<file path="src/amem_pkg.sv">
//////////////////////////////////////////////////////////////////////
// 4k x 32 banked scratchpad built from four 1k x 32 banks
// bank is picked by the top two bits of the 12-bit word address
//////////////////////////////////////////////////////////////////////
package amem_pkg;

   localparam int DATA_WIDTH      = 32;
   localparam int ADDR_WIDTH      = 12;
   localparam int BANK_ADDR_WIDTH = 10;
   localparam int NUM_BANKS       = 4;
   localparam int BANK_SEL_WIDTH  = 2;
   localparam int BANK_WORDS      = 1 << BANK_ADDR_WIDTH;   // words per bank

   typedef logic [DATA_WIDTH-1:0]      word_t;
   typedef logic [ADDR_WIDTH-1:0]      addr_t;
   typedef logic [BANK_ADDR_WIDTH-1:0] bank_addr_t;
   typedef logic [BANK_SEL_WIDTH-1:0]  bank_sel_t;

   // one port's request at the top
   typedef struct packed {
      addr_t address;
      word_t data;
      logic  wren;
      logic  rden;
   } port_req_t;

   // one port's request as one bank sees it
   typedef struct packed {
      bank_addr_t address;
      word_t      data;
      logic       wren;
      logic       rden;
   } bank_port_t;

   // bank index from the high address bits
   function automatic bank_sel_t bank_of(input addr_t address);
      return address[ADDR_WIDTH-1 -: BANK_SEL_WIDTH];
   endfunction

   // word offset inside the bank
   function automatic bank_addr_t bank_addr_of(input addr_t address);
      return address[BANK_ADDR_WIDTH-1:0];
   endfunction

endpackage

</file>
<file path="src/amem_dispatch.sv">
//////////////////////////////////////////////////////////////////////
// combinational split of both port requests into per-bank requests
// a port-b write into the bank port a writes is lost in that bank
//////////////////////////////////////////////////////////////////////
module amem_dispatch (
   input  amem_pkg::port_req_t  port_a,
   input  amem_pkg::port_req_t  port_b,
   output amem_pkg::bank_port_t bank_a [amem_pkg::NUM_BANKS],
   output amem_pkg::bank_port_t bank_b [amem_pkg::NUM_BANKS],
   output logic                 write_dropped
);
   import amem_pkg::*;

   bank_sel_t sel_a;
   bank_sel_t sel_b;

   // per-bank enables of each port
   logic [NUM_BANKS-1:0] wr_a;
   logic [NUM_BANKS-1:0] rd_a;
   logic [NUM_BANKS-1:0] wr_b;
   logic [NUM_BANKS-1:0] rd_b;

   assign sel_a = bank_of(port_a.address);
   assign sel_b = bank_of(port_b.address);

   always_comb
   begin
      for (int i = 0; i < NUM_BANKS; i++)
      begin
         wr_a[i] = port_a.wren && (sel_a == bank_sel_t'(i));
         rd_a[i] = port_a.rden && (sel_a == bank_sel_t'(i));
         wr_b[i] = port_b.wren && (sel_b == bank_sel_t'(i));
         rd_b[i] = port_b.rden && (sel_b == bank_sel_t'(i));
      end
   end

   // address and data fan out to all banks, only the enables are steered
   always_comb
   begin
      for (int i = 0; i < NUM_BANKS; i++)
      begin
         bank_a[i].address = bank_addr_of(port_a.address);
         bank_a[i].data    = port_a.data;
         bank_a[i].wren    = wr_a[i];
         bank_a[i].rden    = rd_a[i];

         bank_b[i].address = bank_addr_of(port_b.address);
         bank_b[i].data    = port_b.data;
         bank_b[i].wren    = wr_b[i];   // bank itself drops it on a clash
         bank_b[i].rden    = rd_b[i];
      end
   end

   // same bank written by both ports in this cycle
   assign write_dropped = port_a.wren && port_b.wren && (sel_a == sel_b);

endmodule

</file>
<file path="config.mk">
export PLATFORM = sky130hd
export DESIGN_NAME = amem_dispatch
export DESIGN_NICKNAME = d
export VERILOG_FILES = /design/src/amem_pkg.sv /design/src/amem_dispatch.sv
export SDC_FILE = /design/constraint.sdc
export NUM_CORES = 1
export LEC_CHECK = 0
export ABC_AREA = 1
export ABC_CLOCK_PERIOD_IN_PS = 800
export BUFFER_PORTS_ARGS = -buffer_cell sky130_fd_sc_hd__buf_2
export CAP_MARGIN = 25
export CORE_AREA = 2 2 171 173
export DETAILED_ROUTE_END_ITERATION = 10
export DIE_AREA = 0 0 173 175
export PLACE_DENSITY_LB_ADDON = 0.05
export SYNTH_ARGS = -nofsm -noshare
export SYNTH_HDL_FRONTEND = slang
export SYNTH_SLANG_ARGS = --single-unit
export TNS_END_PERCENT = 1
</file>
<file path="constraint.sdc">
create_clock -name vclk -period 0.8
set_input_delay 0.16 -clock vclk [all_inputs]
set_output_delay 0.16 -clock vclk [all_outputs]
set_load 0.01 [all_outputs]
</file>
### Word-level counts from Yosys, hierarchy flattened

Index checks and enable logic that the tools add are counted.

* bits in registers: 0
* input port bits: 92
* output and inout port bits: 353
* word-level logic and storage cells: 27

* equal/unequal tests: 7
* reductions and logical operators: 20

Operators by type and width (number)
* $logic_and A1 B1 Y1: 18
* $eq A2 B2 Y1 const B: 4
* $eq A2 B1 Y1 const B: 2
* $logic_not A2 Y1: 2
* $eq A2 B2 Y1: 1

### Depth between registers and ports, before layout

* depth after elaboration: 2
* mapped depth: 4
* gate-level depth less buffers: 4

### Worst setup path after synthesis

Ideal clock, no wire load.

* kind: input -> output
* start point: in port_a[45] in the netlist's numbering
* end point: out bank_a[0] in the netlist's numbering
* data arrival time: 0.501 ns
* required time: 0.640 ns
* setup slack: 0.139 ns
* stages: 2
* path buffers: 0
* path through: inv_2 nor3_1

RTL lines
* from (decl): RTL line amem_dispatch.sv:6 `input amem_pkg::port_req_t port_a,`
* to (decl): RTL line amem_dispatch.sv:8 `output amem_pkg::bank_port_t bank_a [amem_pkg::NUM_BANKS],`

==> flow_summary.toml <==
[drt]
vias_per_cell = 1.10
routedWlPerCell_um = 7.49
drc = 0
drt_pass1_iterations = 3
antenna_left = 0
wirelength_mm = 3.34
dr.first_iter.drc_count = 6
vias = 492

[timing]
max_freq_mhz = 1160
period_share_pct = 108
setup_viol = 8
final-max-slew-violation-count = 0
worst_slack_ns = -0.0623
setup_tns_ns = -0.277
timing.hold.ws_ns = 0.320
slew_headroom_pct = 86.9
rsz0062_at_grt = "true"
tightest_slew_ns = 0.196
min_period_ns = 0.862
hold_violations = 0

[layout]
nClkBuffers = 0
drive_gt1_share_pct = 95.2
fin_util_pct = 3.64
final_cells = 446
design.seq.count = 0
diodes = 0
final_nets = 156
seq_area_um2 = 0
area_delta_synth_final_pct = -61.2

[yosys]
seq_area_frac_synth_pct = 0
syn_area_um2 = 2660
synth_cells = 367
ys_types = 7
ys_warn_count = 0
mappedNetlistNets = 459
syn-mean-instance-area_um2 = 7.25

[worst_setup_path]
max_stage_delay_ns = 0.15
cp.required_ns = 0.64
path_class = "input port to output port"
start_kind = "input port"
crit_slowest_cell = "buf_2"
critPathMaxFanout = 4
end_kind = "output port"
crit_chain = "buf_8, buf_4, nor3_4, buf_2"
critical_path_arrival_ns = 0.70

[power_and_ir_drop]
ir_drop_v = 0.000172
p_per_area_nw_per_um2 = 296
p_leak_nw = 0.282

[global_routing]
antenna_found_initial = 0
grt_pass1_wl_mm = 4.44
grt_max_degree = 7
grt_overflow = 0
grt_pass1_vias = 648
grt_use_total_pct = 1.85

[placed_design]
hpwl_mm = 2.78
place_congestion = 0.567
io_buffer_count = 25
dp.cells = 445

[floorplanning]
dieHeight_um = 175
die_w_um = 173
boundaryPins = 445
start_util_pct = 9.37
core-area_um2 = 28400
dieArea_um2 = 30300
row_count = 62

[min_path]
min_path_type = "input port to output port"
worstHoldPathCells = 0

[status]
violations = "negative setup slack"
status = "finished, violations left"

[clock_tree]
ctsHoldBuffers = 0

[flow_run]
cap_violations = 0
logic make-up after synthesis:
logic type	after synthesis	synth area share, %
buffers and inverters	344	95.9
and+or+nand+nor	23	4.09
Yosys cell counts:
| cell | count | area [um2] |
|---|---|---|
| buf_4 | 336 | 2520 |
| inv_1 | 4 | 15.0 |
| inv_2 | 4 | 15.0 |
| nand2_1 | 4 | 15.0 |
| nand3_1 | 2 | 10.0 |
| nor2_1 | 1 | 3.75 |
| nor3_1 | 16 | 80.1 |
final cells by class:
type                       instances  area (um2)
timing repair buffer              31         253
multi-input combinational         23         249
fill                            3452       27400
inverter                           8        50.0
tap                              384         480
where the power goes:
group	internal [mW]	leakage [nW]	switching, mW
Sequential	0	0	0
Clock	0	0	0
Combinational	0.140	0.282	0.165
Total	0.140	0.282	0.165
metrics by stage:
step	instance area [um2]	total power [mW]	setup slack, ns
after floorplan	2660	1.80	0.139
after global placement	782	0.199	-0.285
after detailed placement	782	0.187	-0.236
after CTS	860	0.226	-0.133
after global routing	1030	0.333	-0.106
final	1030	0.306	-0.0623
per-layer routing:
metal	global-route usage, %	part of all wire, %
met1	1.05	16
met2	2.63	42
met3	1.09	23
met4	3.99	19
met5	0	0
placed cells by master, fill, tap and decap left out, types with 2 or more instances in the layout:
cell | synthesis | routed
buf_2 | 0 | 17
nor3_2 | 0 | 10
buf_6 | 0 | 6
inv_4 | 0 | 5
nor3_4 | 0 | 4
buf_4 | 336 | 4
nor3_1 | 16 | 2
nand2_2 | 0 | 2
nand2_4 | 0 | 2
buf_12 | 0 | 2
buf_8 | 0 | 2
what timing repair did:
action	in CTS	in global routing
setup endpoints to repair	17	17
buffers inserted	1	0
pin swaps	4	10
resized for setup	20	42
gates cloned	0	0
hold endpoints to repair	0	0
path summary, 6_finish.rpt:
kind	from	to	slack (ns)
worst max-delay path	port_a[45]	bank_a[132]	-0.06
worst min-delay path	port_b[28]	bank_b[116]	0.32
critical path: cells and delay by family:
family / cells / cell delay [ns]
buffers and inverters: 3 / 0.40
AND/OR/NAND/NOR: 1 / 0.14
Note: power is estimated with default switching activity, not from simulation.
