**config.mk**
```make
export PLATFORM = sky130hd
export DESIGN_NAME = amem_read_steer
export DESIGN_NICKNAME = d
export VERILOG_FILES = /design/src/amem_pkg.sv /design/src/amem_read_steer.sv
export SDC_FILE = /design/constraint.sdc
export NUM_CORES = 1
export LEC_CHECK = 0
export BUFFER_PORTS_ARGS = -buffer_cell sky130_fd_sc_hd__buf_4
export CAP_MARGIN = 5
export CORE_AREA = 2 2 126 128
export CTS_BUF_LIST = sky130_fd_sc_hd__clkbuf_2
export DETAILED_ROUTE_END_ITERATION = 12
export DIE_AREA = 0 0 128 130
export GPL_TIMING_DRIVEN = 0
export PLACE_DENSITY = 0.42
export SYNTH_ARGS = -nofsm -noshare
export SYNTH_HDL_FRONTEND = slang
export SYNTH_SLANG_ARGS = --single-unit
```
**constraint.sdc**
```tcl
create_clock -name clk_a -period 2.6 [get_ports clk_a]
set_clock_uncertainty 0.05 [all_clocks]
set_input_delay 0.39 -clock clk_a [delete_from_list [all_inputs] [get_ports clk_a]]
set_output_delay 0.39 -clock clk_a [all_outputs]
set_load 0.1 [all_outputs]
```
**src/amem_pkg.sv**
```systemverilog
//////////////////////////////////////////////////////////////////////
// 4k x 32 banked scratchpad built from four 1k x 32 banks
// bank is picked by the top two bits of the 12-bit word address
//////////////////////////////////////////////////////////////////////
package amem_pkg;

   localparam int DATA_WIDTH      = 32;
   localparam int ADDR_WIDTH      = 12;
   localparam int BANK_ADDR_WIDTH = 10;
   localparam int NUM_BANKS       = 4;
   localparam int BANK_SEL_WIDTH  = 2;
   localparam int BANK_WORDS      = 1 << BANK_ADDR_WIDTH;   // words per bank

   typedef logic [DATA_WIDTH-1:0]      word_t;
   typedef logic [ADDR_WIDTH-1:0]      addr_t;
   typedef logic [BANK_ADDR_WIDTH-1:0] bank_addr_t;
   typedef logic [BANK_SEL_WIDTH-1:0]  bank_sel_t;

   // one port's request at the top
   typedef struct packed {
      addr_t address;
      word_t data;
      logic  wren;
      logic  rden;
   } port_req_t;

   // one port's request as one bank sees it
   typedef struct packed {
      bank_addr_t address;
      word_t      data;
      logic       wren;
      logic       rden;
   } bank_port_t;

   // bank index from the high address bits
   function automatic bank_sel_t bank_of(input addr_t address);
      return address[ADDR_WIDTH-1 -: BANK_SEL_WIDTH];
   endfunction

   // word offset inside the bank
   function automatic bank_addr_t bank_addr_of(input addr_t address);
      return address[BANK_ADDR_WIDTH-1:0];
   endfunction

endpackage

```
**src/amem_read_steer.sv**
```systemverilog
//////////////////////////////////////////////////////////////////////
// remembers the bank each port last read and muxes that bank's output
// unread banks hold their outputs, so the result is stable between reads
//////////////////////////////////////////////////////////////////////
module amem_read_steer (
   input  logic                clk_a,
   input  logic                reset,
   input  logic                rden_a,
   input  logic                rden_b,
   input  amem_pkg::bank_sel_t sel_a,
   input  amem_pkg::bank_sel_t sel_b,
   input  amem_pkg::word_t     bank_q_a [amem_pkg::NUM_BANKS],
   input  amem_pkg::word_t     bank_q_b [amem_pkg::NUM_BANKS],
   output amem_pkg::word_t     q_a,
   output amem_pkg::word_t     q_b
);
   import amem_pkg::*;

   bank_sel_t sel_q_a;   // bank of the last port-a read
   bank_sel_t sel_q_b;

   // lines up with the bank read register
   always_ff @(posedge clk_a)
   begin
      if (reset)
      begin
         sel_q_a <= '0;
      end
      else if (rden_a)
      begin
         sel_q_a <= sel_a;
      end
   end

   always_ff @(posedge clk_a)
   begin
      if (reset)
      begin
         sel_q_b <= '0;
      end
      else if (rden_b)
      begin
         sel_q_b <= sel_b;
      end
   end

   assign q_a = bank_q_a[sel_q_a];
   assign q_b = bank_q_b[sel_q_b];

   // an unknown select would smear X over the read data
   a_sel_known : assert property (
      @(posedge clk_a) disable iff (reset)
      !$isunknown({sel_q_a, sel_q_b})
   )
   else
      $error("read steer select is unknown");

endmodule

```
; Word level (Yosys, flattened, before mapping)
; Cells that the tools add are included.
[word_totals]
output_inout_bits = 64
word_cells = 12
register_bits = 4
[op_classes]
n_bitwise = 2
magnitude_cmp = 2
n_mux = 6
[op_table]
columns = op, n
row1 = 32-bit binary-select mux with 2-bit select, 2
row2 = 32-bit 2-to-1 mux, 4
row3 = 3-bit greater-or-equal comparator (second input constant), 2
row4 = 2-bit NOT with 3-bit output, 2

; Longest topological paths before layout
[logic_depth]
ltp_word = 4
depth_mapped = 4

; Worst setup path before layout
; Ideal clock, no wire load.
[synth_path]
path_kind = register to output
startpoint = register sel_q_a[0]
endpoint = output q_a[0]
slack_ns = 0.719
required_ns = 2.160
stages_incl_launch_ff = 3
arrival_time_ns = 1.441
path_cell_list = dfxtp_1 -> buf_6 -> mux4_1
[synth_between]
elab_chain_cells = 4
[synth_rtl]
columns = item, line_no
row1 = from (decl), amem_read_steer.sv:19  ; bank_sel_t sel_q_a;
row2 = from (signal assigned), amem_read_steer.sv:31  ; sel_q_a <= sel_a;
row3 = 2-bit NOT with 3-bit output (not written as such), amem_read_steer.sv:47  ; assign q_a = bank_q_a[sel_q_a];
row4 = 32-bit binary-select mux with 2-bit select, amem_read_steer.sv:47
row5 = 32-bit 2-to-1 mux (not written as such) (2 in a row), amem_read_steer.sv:47
row6 = to (decl), amem_read_steer.sv:14  ; output amem_pkg::word_t q_a,
; No other way between the ends. The select of a mux whose other input is x is not followed.

; Worst setup path in the final report
[layout_path]
startpoint = register sel_q_a[1]
endpoint = output q_a[12]
; Same word-level chain as after synthesis.

==> results.toml <==
[place]
hpwl_mm = 9.96
io_buffer_count = 327
gp_congestion = 0.803

[grt]
grt_pass1_vias = 2659
grtUsageTotal_pct = 11.7
grt_first_pass_wirelength_mm = 15.0
grt_max_degree = 11
grt_overflow = 0
grt_antenna_before_repair = 0

[route]
vias = 2486
routed_wl_mm = 10.8
post_drt_via_cell_ratio = 4.05
first_pass_iters = 4
wl_per_cell_um = 17.6
initialDrtViolationCount = 93
ant_nets = 0
route.detailed.drc = 0

[clock_network]
postCtsSetupBuffers = 0
clock-sinks = 4
insertion_delay_ns = 0.20
ctsHtreeMaxLevel = 1
cts.clk_slew.worst_paths_ns = 0.04
hold_buffers = 0
postCtsResizedCells = 0
cts_tree = "yes"
clock_path_buffers = 2
cts_made_buffers = 3
root_buffer = "clkbuf_2"

[synth]
yosysSeqAreaShare_pct = 4.50
yosys_warnings = 0
syn_inst = 92
ys_ff_latch = 4
synthesis.nets = 356
yosysUniqueCellTypes = 9
syn-cell-area_mm2 = 0.00178
syn_area_per_cell_um2 = 19.3

[setup_path]
rrSetupSlack_ns = 1.35
crit_fanout = 10
startpoint_type = "flip-flop"
cp-startpoint = "sel_q_a[1]"
reg2reg_depth = 4
worstPathRequired_ns = 2.16
worst_setup_path_end_kind = "output port"
r2r-end = "sel_q_a[1]"
regToRegStartpoint = "sel_q_a[1]"
crit_path_end = "q_a[12]"
crit_arrival_ns = 1.74
critical_path_class = "flip-flop to output port"

[timing]
max-slew-margin-rel_pct = 78.6
worst_slew_pin_slew_ns = 0.321
holdWs_ns = 0.332
post-route-period-util_pct = 84.0
setup_viol = 0
report.final.hold_viol_count = 0
final.setup.tns_ns = 0
clock.fmax_mhz = 458
grt_setup_unrepaired = "no"
fin_crit_ns = 2.18
slew_violations = 0

[die]
start_util_pct = 11.5
die_w_um = 128
core_area_mm2 = 0.0154
rows = 46
io_pins = 328
die_area_mm2 = 0.0166
die_y_um = 130

[cells_and_area]
area.growth.synth_to_final_pct = 152
multi_input_area_mm2 = 0.00152
seq_area_um2 = 80.1
drive_gt1_share_pct = 95.3
layout_common_cells = "buf_4, mux4_2, buf_12, buf_2, mux4_1"
n_antenna_cell = 0
final_common_cell = "buf_4"
nets = 688
n_fill_cell = 1638

[power_and_ir_drop]
vdd_drop_max_mv = 0.159
leakagePower_nw = 2.11
p_per_area_mw_per_mm2 = 380

[worst_hold_path]
hold_class = "input pin to flip-flop"

[run_status]
outcome = "finished, final reports clean"

[job]
cap_violations = 0
## logic make-up after synthesis
| group | count (synthesis) | synth area share (%) |
|---|---|---|
| flip-flops | 4 | 4.50 |
| multiplexers | 68 | 84.5 |
| buffers and inverters | 16 | 10.1 |
| AND/OR/NAND/NOR | 4 | 0.844 |
## cell type report
cell class	instances	share of cell area, %
Timing Repair Buffer	327	54.7
Multi-Input combinational cell	72	33.8
Tap cell	192	5.35
Buffer	16	4.01
Sequential cell	4	1.78
Clock buffer	3	0.334
## layer usage
| layer | wire (um) | GRT usage, % |
|---|---|---|
| met1 | 4360 | 15.9 |
| met2 | 5690 | 20.1 |
| met3 | 713 | 2.05 |
| met4 | 61 | 1.42 |
| met5 | 0 | 0 |
## synthesized netlist by cell type, drive strengths merged
library cell,count,share of area (%)
mux4,64,82
dfxtp,4,4.5
buf,14,9.7
mux2i,4,2.3
clkbuf,2,0.42
nor2,4,0.84
## per-stage QoR
step | cells | setup WS (ns) | instance area [um2] | utilization (%) | power (W)
floorplan | 92 | 0.719 | 1780 | - | 0.00115
global placement | 611 | 0.555 | 4470 | 29.0 | 0.00165
detailed placement | 611 | 0.552 | 4470 | 29.0 | 0.00166
CTS | 614 | 0.321 | 4490 | 29.1 | 0.00172
global route | 614 | 0.268 | 4490 | 29.1 | 0.00177
finish | 614 | 0.415 | 4490 | 29.1 | 0.00170
## critical path: stages (launching register included)
cell,delay [ns]
dfxtp_1,0.30
clkbuf_1,0.27
buf_2,0.33
mux4_2,0.38
buf_4,0.26
## where the power goes
group	internal [W]	switching [W]
logic	0.000568	0.00102
clock network	0.0000310	0.0000228
registers	0.0000653	0.00000126
total	0.000664	0.00104
## worst min-delay path by stage
stage               startpoint  cells past startpoint    endpoint
finish                   reset                      2  sel_q_b[1]
global route             reset                      2  sel_q_b[1]
CTS                      reset                      2  sel_q_b[1]
detailed placement       reset                      2  sel_q_a[1]
global placement         reset                      2  sel_q_a[0]
floorplan                reset                      1  sel_q_a[0]
## registers in the layout, indices dropped and copies added, names as in the netlist
signal and count:
sel_q_a 2, sel_q_b 2
Note: power is estimated with default switching activity, not from simulation.
